$ cat src/include/cache_defines.svh
// Cache geometry macros
// Address and word widths, line count and words per line
`ifndef CACHE_DEFINES_SVH
`define CACHE_DEFINES_SVH

// Byte address width
`define CACHE_ADDR_W 32

// CPU data word width
`define CACHE_WORD_W 32

// Number of fully associative lines
`define CACHE_LINES 4

// Words held by one line
`define CACHE_WORDS 4

`endif
$ cat src/design/cache_pkg.sv
// Cache types
// Address, word and line types, line metadata and the CPU and memory requests
`include "cache_defines.svh"

package cache_pkg;

  // Offset fields inside a byte address
  localparam int BYTE_OFF_W = $clog2(`CACHE_WORD_W / 8);
  localparam int WORD_OFF_W = $clog2(`CACHE_WORDS);
  localparam int OFFSET_W = BYTE_OFF_W + WORD_OFF_W;
  localparam int TAG_W = `CACHE_ADDR_W - OFFSET_W;

  typedef logic [`CACHE_ADDR_W-1:0] addr_t;
  typedef logic [`CACHE_WORD_W-1:0] word_t;
  typedef logic [TAG_W-1:0] tag_t;
  typedef logic [$clog2(`CACHE_LINES)-1:0] way_t;

  // Word 0 sits in the low bits
  typedef word_t [`CACHE_WORDS-1:0] line_t;

  typedef struct packed {
    logic valid;
    logic dirty;
    tag_t tag;
  } meta_t;

  // op is 1 for a read
  typedef struct packed {
    logic  op;
    logic  byte_op;
    addr_t address;
    word_t wdata;
  } cpu_req_t;

  // op is 1 for a write, address is line aligned
  typedef struct packed {
    logic  op;
    addr_t address;
    line_t line;
  } mem_req_t;

  typedef enum logic [2:0] {IDLE, LOOKUP, WRITEBACK, REFILL, DONE} ctrl_state_t;

endpackage

$ cat src/design/cache_ctrl.sv
// Cache controller
// FSM for lookup, dirty write-back, refill and completion toward the CPU,
// and the write controls of the metadata and data arrays
`timescale 1ns/1ns
`include "cache_defines.svh"

module cache_ctrl
  import cache_pkg::*;
(
  input  logic     clk,
  input  logic     reset,
  input  logic     access,
  input  cpu_req_t cpu_req,
  input  logic     hit,
  input  way_t     hit_way,
  input  way_t     victim,
  input  meta_t    metas [`CACHE_LINES],
  input  line_t    lines [`CACHE_LINES],
  input  line_t    merged_line,
  input  word_t    rdata,
  output logic     meta_we,
  output logic     data_we,
  output way_t     wr_way,
  output meta_t    meta_wdata,
  output line_t    line_wdata,
  output logic     touch,
  output way_t     touch_way,
  output word_t    data_out,
  output logic     data_ready,
  output logic     mem_enable,
  output mem_req_t mem_req,
  input  logic     mem_data_ready,
  input  line_t    mem_data_out
);

  ctrl_state_t state;
  cpu_req_t    req_q;
  way_t        way_q;
  meta_t       victim_meta;
  tag_t        req_tag;
  logic        mem_done;

  assign victim_meta = metas[victim];
  assign req_tag = req_q.address[`CACHE_ADDR_W-1:OFFSET_W];
  assign mem_done = mem_enable && mem_data_ready;

  always_ff @(posedge clk or posedge reset)
  begin
    if (reset)
    begin
      state <= IDLE;
      data_ready <= 1'b0;
      mem_enable <= 1'b0;
    end
    else
    begin
      case (state)
        IDLE:
          if (access)
            state <= LOOKUP;
        LOOKUP:
          if (hit)
            state <= DONE;
          else if (victim_meta.valid && victim_meta.dirty)
            state <= WRITEBACK;
          else
            state <= REFILL;
        WRITEBACK, REFILL:
        begin
          // Issue on entry, then wait for memory as long as it takes
          if (!mem_enable)
            mem_enable <= 1'b1;
          else if (mem_data_ready)
          begin
            mem_enable <= 1'b0;
            state <= (state == WRITEBACK) ? REFILL : LOOKUP;
          end
        end
        DONE:
          // First cycle registers the result, second one presents it
          if (!data_ready)
            data_ready <= 1'b1;
          else
          begin
            data_ready <= 1'b0;
            state <= IDLE;
          end
        default:
          state <= IDLE;
      endcase
    end
  end

  always_ff @(posedge clk)
  begin
    if (state == IDLE && access)
      req_q <= cpu_req;
    if (state == LOOKUP && !hit)
      way_q <= victim;
    if (state == WRITEBACK && !mem_enable)
      mem_req <= '{op: 1'b1,
                   address: {metas[way_q].tag, {OFFSET_W{1'b0}}},
                   line: lines[way_q]};
    if (state == REFILL && !mem_enable)
      mem_req <= '{op: 1'b0,
                   address: {req_tag, {OFFSET_W{1'b0}}},
                   line: '0};
    if (state == DONE && !data_ready)
      data_out <= rdata;
  end

  // Array writes and LRU touches
  always_comb
  begin
    meta_we = 1'b0;
    data_we = 1'b0;
    wr_way = way_q;
    meta_wdata = metas[way_q];
    line_wdata = mem_data_out;
    touch = 1'b0;
    touch_way = way_q;
    case (state)
      LOOKUP:
        if (hit)
        begin
          touch = 1'b1;
          touch_way = hit_way;
          // Write hit updates the line in place and marks it dirty
          if (!req_q.op)
          begin
            meta_we = 1'b1;
            data_we = 1'b1;
            wr_way = hit_way;
            meta_wdata = metas[hit_way];
            meta_wdata.dirty = 1'b1;
            line_wdata = merged_line;
          end
        end
      REFILL:
        if (mem_done)
        begin
          meta_we = 1'b1;
          data_we = 1'b1;
          meta_wdata = '{valid: 1'b1, dirty: 1'b0, tag: req_tag};
          touch = 1'b1;
        end
      default:
        meta_we = 1'b0;
    endcase
  end

  // Memory request stays put until memory answers
  assert property (@(posedge clk) disable iff (reset)
    mem_enable && !mem_data_ready |=> mem_enable && $stable(mem_req))
    else $error("cache_ctrl: mem_req changed while waiting for memory");

  assert property (@(posedge clk) disable iff (reset) data_ready |-> state == DONE)
    else $error("cache_ctrl: data_ready high in state %s", state.name());

endmodule

$ cat config.mk
export PLATFORM = sky130hd
export DESIGN_NAME = cache_ctrl
export DESIGN_NICKNAME = d
export VERILOG_FILES = /design/src/design/cache_pkg.sv /design/src/design/cache_ctrl.sv
export VERILOG_INCLUDE_DIRS = /design/src /design/src/include
export SDC_FILE = /design/constraint.sdc
export NUM_CORES = 1
export LEC_CHECK = 0
export CORE_AREA = 4 4 524 526
export CTS_CLUSTER_SIZE = 10
export DETAILED_ROUTE_END_ITERATION = 16
export DIE_AREA = 0 0 528 530
export DONT_BUFFER_PORTS = 1
export GPL_ROUTABILITY_DRIVEN = 0
export PLACE_DENSITY = 0.3
export SKIP_CTS_REPAIR_TIMING = 1
export SLEW_MARGIN = 20
export SYNTH_ARGS = -nofsm -noshare
export SYNTH_HDL_FRONTEND = slang
export SYNTH_SLANG_ARGS = --single-unit
$ cat constraint.sdc
create_clock -name clk -period 5.4 [get_ports clk]
set_input_delay 0.81 -clock clk [delete_from_list [all_inputs] [get_ports clk]]
set_output_delay 0.81 -clock clk [all_outputs]
set_load 0.01 [all_outputs]
==> results of run 1 <==
final timing paths:
kind	from	endpoint	slack [ns]	cells after the start
setup / recovery	state[1]$_DFFE_PP0P_	line_wdata[28]	1.12	4
hold / removal	rdata[31]	data_out[31]$_DFFE_PP_	0.29	0
setup reg to reg	state[1]$_DFFE_PP0P_	mem_req[48]$_SDFFE_PP0P_	2.35	5
hold reg to reg	mem_req[115]$_SDFFE_PP0P_	mem_req[115]$_SDFFE_PP0P_	0.55	1
max in group asynchronous	reset	data_ready$_DFFE_PP0N_	4.52	2
min in group asynchronous	reset	state[0]$_DFFE_PP0P_	0.66	2
cells by family (layout without fill, tap and decap cells):
| group | after synthesis | count (layout) | synth area share |
|---|---|---|---|
| mux | 346 | 346 | 0.423 |
| flops | 225 | 225 | 0.385 |
| compound gates | 168 | 168 | 0.103 |
| buf+inv | 112 | 92 | 0.0524 |
| simple gates | 110 | 110 | 0.0354 |
| other cells | 1 | 115 | 0.000266 |
| xor+xnor | 1 | 1 | 0.000620 |
critical path, stage by stage, from the launching register on:
cell and delay (ns):
dfrtp_1 0.52, nand4bb_4 0.40, nor2_4 0.67, buf_12 0.45, mux2_2 0.54
per-stage QoR:
stage                     utilization  instance area (um2)  power (W)  cells
final                          0.0730                19700    0.00908   4627
after global placement         0.0673                18200    0.00664   4450
after global routing           0.0727                19600    0.00959   4600
after CTS                      0.0719                19400    0.00943   4515
after detailed placement       0.0673                18200    0.00664   4450
after floorplan                     -                14100    0.00506    966
where the power goes:
| group | switching [W] | internal, W |
|---|---|---|
| logic | 0.00179 | 0.00123 |
| clock network | 0.00105 | 0.00160 |
| registers | 0.00104 | 0.00237 |
| total | 0.00387 | 0.00520 |
sequential cells by signal (all words and copies together), names as in the netlist:
| register | count |
|---|---|
| req_q | 29 |
| state | 3 |
| mem_enable | 1 |
| mem_req | 157 |
| data_ready | 1 |
| way_q | 2 |
| data_out | 32 |
area by class of cell:
class                   count  area [um2]  share of cell area
diodes                    111         278              0.0141
clock buffers              48        1010              0.0511
clock inverters            17         251              0.0128
inverters                   5        18.8            0.000952
multi-input cells         629        7980               0.405
flip-flops and latches    225        5440               0.276
well taps                3570        4470               0.227
repair buffers             22         268              0.0136
routing by layer:
layer / part of all wire / up-vias
met5: 0.0053 / -
met4: 0.056 / 130
met3: 0.13 / 557
met2: 0.48 / 1487
met1: 0.33 / 5729
li1: - / 4044
layout by cell type (no fill, tap or decap), types with 2 or more instances in the layout:
| cell | synthesis | layout |
|---|---|---|
| a21oi_1 | 2 | 2 |
| nand2_1 | 62 | 62 |
| mux2_2 | 60 | 60 |
| conb_1 | 1 | 4 |
| clkbuf_1 | 24 | 7 |
| clkinv_2 | 0 | 4 |
| nor3b_1 | 3 | 2 |
| nor2_4 | 2 | 3 |
| mux2i_1 | 29 | 29 |
| a22oi_1 | 19 | 19 |
| a311oi_1 | 2 | 2 |
| inv_1 | 5 | 4 |
| a21o_1 | 2 | 2 |
| dfrtp_1 | 5 | 4 |
| mux2_1 | 70 | 70 |
| inv_6 | 0 | 2 |
| nor2_1 | 32 | 31 |
| diode_2 | 0 | 111 |
| a22oi_2 | 9 | 9 |
| clkinv_1 | 0 | 2 |
| a22o_1 | 128 | 128 |
| dfxtp_1 | 129 | 129 |
| edfxtp_1 | 91 | 91 |
| clkinvlp_4 | 0 | 4 |
| mux4_2 | 187 | 187 |
| buf_12 | 0 | 8 |
| buf_4 | 14 | 13 |
| clkbuf_16 | 0 | 37 |
| bufinv_16 | 0 | 6 |
| clkbuf_8 | 0 | 4 |
==> metrics, run 1 <==
RSZ-0062 raised after global routing no; hold crit path type in -> reg; Layout area overhead 39.6%; TritonCTS clock tree yes; synthesis warning total 0; Post-synth top cells mux4_2, dfxtp_1, a22o_1; Rel. slew slack 0.295; gr usage total 0.118; fillers 31400; worst slack, placed 1.63 ns; Final TNS setup 0 ns; crit path max fanout 115; Final Hold Vio Count 0; Ports 1355; Synth async-reset ratio 0.0222; root buffer cell clkbuf_16; minimum hold slack 0.285 ns; GR Util met1 0.118; vias in the first global route 11100; f_max 234 MHz; M2 GR Usage 0.204; Final period util 0.792; clk slew on worst S/H paths 0.07 ns; Synth top area share 0.298; Cell Rows 191; Synth area leaders mux4_2, edfxtp_1, dfxtp_1; critical path type reg -> out; worst endpoint required time 4.59 ns; DRT antenna net count 0; Clock Tree Buf Depth 3; flops & latches, synth 225; sequential area share after synthesis 0.385; Die Y 530 um; die area 280000 um2; WP data arrival 3.47 ns; GR met3 Demand/Resource 0.0596; Cells after Synth 963; initial antenna violation count 295; Core ar. 270000 um2; Starting Density 0.0523; cell with the most instances after synthesis mux4_2; wirelength, routed 175000 um; DP Wirelength 158000 um; largest net degree at the start of global routing 115; gr busiest metal met2; Max VDD drop 0.353 mV; ratio of cells with drive above 1 in the final layout 0.365; gr ovfl total 0; prevailing post-synth register cell dfxtp_1; cell taking the most area after synthesis mux4_2; final worst clock skew 0.0359 ns; die width 528 um; Static Leakage 5.38 nW; drt drc 0; Netlist Area Pre-Place 14100 um2; Worst Tran Pin Value 1.06 ns; initial drt markers 985; Critical Path Sink Type output port; Vias 11900; Post-synth EDFFs 91; vias per std cell 2.58; H-tree depth 2; Cell Pwr Density 460 nW/um2; max-slew violation count 0; Distinct cells, synth 41; Final WS setup 1.12 ns; clock latency on the worst-skew pair 0.64 ns; routed len/inst 37.7 um; first-pass GRT wire length 198000 um; final setup fails 0; DR pass1 iterations 5; Post-Syn Area per Cell 14.7 um2; CTS sink cnt 225; Port Buffers 0; fin nets 1915; crit path launch type register; shortest period the worst path allows 4.28 ns; Num CTS Buffers 37; status finished, final reports clean; max capacitance violation total 0
No activity file was read; power rests on OpenSTA's default activity.
==> inputs of run 2 (changes only) <==
--- a/config.mk
+++ b/config.mk
@@ -6,10 +6,10 @@
 export SDC_FILE = /design/constraint.sdc
 export NUM_CORES = 1
 export LEC_CHECK = 0
-export CORE_AREA = 4 4 524 526
+export CORE_AREA = 4 4 525 527
 export CTS_CLUSTER_SIZE = 10
 export DETAILED_ROUTE_END_ITERATION = 16
-export DIE_AREA = 0 0 528 530
+export DIE_AREA = 0 0 529 531
 export DONT_BUFFER_PORTS = 1
 export GPL_ROUTABILITY_DRIVEN = 0
 export PLACE_DENSITY = 0.3
==> constraint.sdc (replaced) <==
create_clock -name clk -period 3.8 [get_ports clk]
set_input_delay 0.57 -clock clk [delete_from_list [all_inputs] [get_ports clk]]
set_output_delay 0.57 -clock clk [all_outputs]
set_load 0.01 [all_outputs]
==> run 2 against run 1 <==
  * Clock skew is 0.016 ns higher
  * Critical path type unchanged
  * Via count is 1.0% higher
  * Total power is 47% higher
  * Final area is 3.4% higher
  * Largest cell class unchanged
  * Die area is 0.38% higher
  * Global-route usage hardly changed
==> metrics, run 2 (same netlist as run 1, synthesis figures left out) <==
status finished, final reports clean; M2 GR Usage 0.206; max capacitance violation total 0; clock latency on the worst-skew pair 0.66 ns; gr busiest metal met2; final worst clock skew 0.0515 ns; Final period util 0.950; Max VDD drop 0.414 mV; Final Hold Vio Count 0; Rel. slew slack 0.0792; commonest non-fill, non-tap cell in the layout mux4_2; root buffer cell clkbuf_16; H-tree depth 2; minimum hold slack 0.182 ns; f_max 277 MHz; Non-Filler Instances 4674; first-pass GRT wire length 197000 um; routed len/inst 37.6 um; worst r2r src state[2]$_DFFE_PP0P_; hold crit path type in -> reg; shortest period the worst path allows 3.61 ns; Power, Total 0.0133 W; initial antenna violation count 290; TritonCTS clock tree yes; final setup fails 0; Clock Tree Buf Depth 3; GR Util met1 0.125; worst path bufs/invs 1; crit path launch type register; Starting Density 0.0522; Die Y 531 um; Core ar. 271000 um2; FF-to-FF setup slack 1.05 ns; gr usage total 0.118; fin area 20400 um2; placed cells 4459; CTS sink cnt 225; DP Wirelength 159000 um; Regs by FF count mem_req (157), data_out (32), req_q (29); Port Buffers 0; worst-path cell chain nand4bb_4, nor2_4, buf_12, mux2_2; initial drt markers 974; GR met3 Demand/Resource 0.0522; fin nets 1988; Worst Tran Pin Value 1.38 ns; Cell Area, Placed 18200 um2; Cell Rows 191; max reg flops 157; critical path type reg -> out; Final TNS setup 0 ns; RSZ-0062 raised after global routing no; vias per std cell 2.58; hold path start hit; DRT antenna net count 0; RR Endpoint mem_req[23]$_SDFFE_PP0P_; most flop-heavy register mem_req; R2R cell count 4; clk slew on worst S/H paths 0.05 ns; die area 281000 um2; most frequent cells in the layout mux4_2, dfxtp_1, a22o_1, edfxtp_1, mux2_1; Critical Path Sink Type output port; vias in the first global route 11000; Ports 1355; crit path max fanout 112; worst endpoint required time 3.23 ns; Worst path max stage delay 0.54 ns; Num CTS Buffers 38; gr ovfl total 0; drt drc 0; Layout area overhead 44.3%; die width 529 um; WP data arrival 3.04 ns; Worst path slowest cell mux2_2; max-slew violation count 0; Cell Pwr Density 653 nW/um2; wirelength, routed 176000 um; Vias 12100; ratio of cells with drive above 1 in the final layout 0.350; DR pass1 iterations 7; hold depth 3; worst hold path endpoint state[1]$_DFFE_PP0P_; Static Leakage 5.72 nW; Crit path max-delay family simple AND/OR/NAND/NOR gates; largest net degree at the start of global routing 133
[run 2: changes by cell type in the layout (fill, tap and decap cells not counted), sizes merged, moves of 3 or more]
cell	change
clkinvlp	-3
diode	-30
clkinv	+4
clkbuf	+5
buf	+9
dlygate4sd3	+63
[run 2: where the power goes]
group | internal, W | leakage, nW | switching [W] | total, W
registers | 0.00337 | 1.97 | 0.00153 | 0.00490
logic | 0.00184 | 3.11 | 0.00273 | 0.00456
clock network | 0.00228 | 0.639 | 0.00156 | 0.00385
total | 0.00749 | 5.72 | 0.00582 | 0.0133
[run 2: worst max-delay path by stage]
stage                                 startpoint                  end  slack (ns)  cells after the start
after global placement    mem_enable$_DFFE_PP0N_        meta_wdata[0]        0.73                      5
after detailed placement  mem_enable$_DFFE_PP0N_        meta_wdata[0]        0.75                      5
after CTS                 mem_enable$_DFFE_PP0N_        meta_wdata[0]        0.02                      5
final                       state[1]$_DFFE_PP0P_       line_wdata[17]        0.19                      4
after global routing        state[1]$_DFFE_PP0P_        line_wdata[0]        0.02                      4
after floorplan             state[0]$_DFFE_PP0P_  req_q[36]$_DFFE_PP_        0.28                      3
[run 2: layer usage]
metal  wire length (um)  vias up
li1                   -     4151
met2              84800     1536
met4               8140       88
met5                586        -
met1              60300     5793
met3              21700      500
[run 2: cell type report]
class                      instances  area, um2
tap                             3570       4470
sequential                       225       5440
timing repair buffer              94        953
clock inverter                    17        215
multi-input combinational        629       7990
fill                           31400     250000
antenna                           81        203
clock buffer                      53       1090
inverter                           5       18.8
[run 2: through the flow]
step           utilization  setup WS (ns)
2_1_floorplan            -          0.277
3_3_place_gp        0.0674          0.735
3_5_place_dp        0.0674          0.753
4_1_cts             0.0722         0.0207
5_1_grt             0.0750         0.0185
6_report            0.0753          0.188
[run 2: tightest hold or removal path, delay by kind of cell]
family / cells / cell delay, ns
simple gates: 2 / 0.08
compound gates: 1 / 0.11
==> inputs of run 3 (changes only) <==
--- a/config.mk
+++ b/config.mk
@@ -6,10 +6,12 @@
 export SDC_FILE = /design/constraint.sdc
 export NUM_CORES = 1
 export LEC_CHECK = 0
-export CORE_AREA = 4 4 525 527
+export CELL_PAD_IN_SITES_DETAIL_PLACEMENT = 1
+export CELL_PAD_IN_SITES_GLOBAL_PLACEMENT = 1
+export CORE_AREA = 4 4 528 530
 export CTS_CLUSTER_SIZE = 10
 export DETAILED_ROUTE_END_ITERATION = 16
-export DIE_AREA = 0 0 529 531
+export DIE_AREA = 0 0 532 534
 export DONT_BUFFER_PORTS = 1
 export GPL_ROUTABILITY_DRIVEN = 0
 export PLACE_DENSITY = 0.3
==> run 3 against run 2 <==
  * Register-to-register slack better by 0.11 ns
  * Total power is 3.6% lower
  * Global-route usage is 0.14 points higher
  * Final area is 0.99% lower
  * Setup slack worse by 0.033 ns
  * Die area is 1.1% higher
  * Non-clock buffer count is 16 lower
  * Count of clock-buffer cells in the layout is 3 higher
==> metrics, run 3 (same netlist as run 1, synthesis figures left out) <==
f_max 274 MHz; Regs by FF count mem_req (157), data_out (32), req_q (29); worst-path cell chain nand4bb_4, nor2_4, buf_16, mux2_2; clock share of power 0.278; Starting Density 0.0516; DP Wirelength 162000 um; vias per std cell 2.62; Final TNS setup 0 ns; critical path type reg -> out; Worst path max stage delay 0.53 ns; Max VDD drop 0.256 mV; Critical Path Sink Type output port; switching power 0.00551 W; wirelength, routed 179000 um; commonest non-fill, non-tap cell in the layout mux4_2; Num CTS Buffers 38; hold crit path type in -> reg; Non-Filler Instances 4689; Cell Area, Placed 18400 um2; fin nets 1972; fin area 20200 um2; first-pass GRT wire length 205000 um; status finished, final reports clean; WP data arrival 3.08 ns; clock latency on the worst-skew pair 0.64 ns; Die Y 534 um; most frequent cells in the layout mux4_2, dfxtp_1, a22o_1, edfxtp_1, mux2_1; Layout area overhead 42.9%; Vias 12300; Final period util 0.959; shortest period the worst path allows 3.65 ns; Sw Ratio 0.430; P_int 0.00732 W; Rel. slew slack 0.491; Final Hold Vio Count 0; root buffer cell clkbuf_16; drt drc 0; Cell Pwr Density 636 nW/um2; final setup fails 0; initial drt markers 825; worst endpoint required time 3.23 ns; Worst path slowest cell mux2_2; ratio of cells with drive above 1 in the final layout 0.360; max reg flops 157; RSZ-0062 raised after global routing no; register share of total power 0.384; clk slew on worst S/H paths 0.06 ns; largest net degree at the start of global routing 120; most flop-heavy register mem_req; placed cells 4492; fillers 32000; H-tree depth 2; DR pass1 iterations 5; Static Leakage 5.63 nW; crit path launch type register; TritonCTS clock tree yes; initial antenna violation count 328; die width 532 um; Multi-input gate area 7970 um2; gr usage total 0.120; crit path max fanout 119; DRT antenna net count 0; Cell Rows 192; Register Area 5440 um2; vias in the first global route 11200; final worst clock skew 0.0377 ns; max-slew violation count 0; Ports 1355; Clock Tree Buf Depth 3; combinational power share 0.338; max capacitance violation total 0; Worst Tran Pin Value 0.764 ns; Core ar. 273000 um2; gr ovfl total 0; CTS sink cnt 225; die area 284000 um2; Port Buffers 0; routed len/inst 38.1 um
==> run 3: cell types whose count changed in the layout (fill, tap and decap cells not counted), moves of 2 or more <==
cell / delta
inv_6: +2
clkinv_4: -2
dlygate4sd3_1: -31
buf_4: +10
clkbuf_1: +5
diode_2: +16
bufinv_16: -2
buf_12: +4
clkinv_2: -2
==> run 3: path summary, 6_finish.rpt <==
path | start | end | slack, ns | cells after the start
worst min-delay path | cpu_req[49] | req_q[49]$_DFFE_PP_ | 0.06 | 0
worst max-delay path | state[2]$_DFFE_PP0P_ | line_wdata[127] | 0.15 | 4
max in group asynchronous | reset | state[0]$_DFFE_PP0P_ | 3.12 | 2
worst min register to register | mem_req[117]$_SDFFE_PP0P_ | mem_req[117]$_SDFFE_PP0P_ | 0.55 | 1
worst max register to register | way_q[0]$_DFFE_PP_ | mem_req[56]$_SDFFE_PP0P_ | 1.16 | 4
min in group asynchronous | reset | state[2]$_DFFE_PP0P_ | 0.45 | 2
==> run 3: per-layer routing <==
layer,share of wire,global-route usage
met4,0.051,0.0481
met1,0.33,0.119
met2,0.49,0.208
met3,0.13,0.0644
met5,0.0050,0
==> run 3: cell type report <==
| type | instances | area share |
|---|---|---|
| Antenna cell | 97 | 0.0120 |
| Clock buffer | 56 | 0.0530 |
| Clock inverter | 10 | 0.00564 |
| Inverter | 5 | 0.000930 |
| Multi-Input combinational cell | 629 | 0.395 |
| Sequential cell | 225 | 0.270 |
| Tap cell | 3589 | 0.223 |
| Timing Repair Buffer | 78 | 0.0409 |
==> run 3: worst max-delay path, delay by kind of cell (launching register included) <==
| family | cells | cell delay [ns] |
|---|---|---|
| flops | 1 | 0.49 |
| mux | 1 | 0.53 |
| buf+inv | 1 | 0.44 |
| simple gates | 2 | 0.80 |
==> run 3: through the flow <==
| step | setup slack, ns | power, W | hold WS [ns] | utilization |
|---|---|---|---|---|
| 2_1_floorplan | 0.277 | 0.00719 | 0.349 | - |
| 3_3_place_gp | 0.799 | 0.00956 | 0.409 | 0.0673 |
| 3_5_place_dp | 0.767 | 0.00955 | 0.412 | 0.0673 |
| 4_1_cts | 0.0337 | 0.0133 | -0.305 | 0.0716 |
| 5_1_grt | 0.00912 | 0.0136 | -0.000208 | 0.0734 |
| 6_report | 0.155 | 0.0128 | 0.0573 | 0.0738 |
==> run 3: power groups by stage <==
stage	sequential (W)	combinational [W]	clock, W
finish	0.00493	0.00434	0.00356
global placement	0.00520	0.00436	0
global route	0.00511	0.00464	0.00380
detailed placement	0.00518	0.00437	0
CTS	0.00515	0.00440	0.00374
floorplan	0.00403	0.00316	0
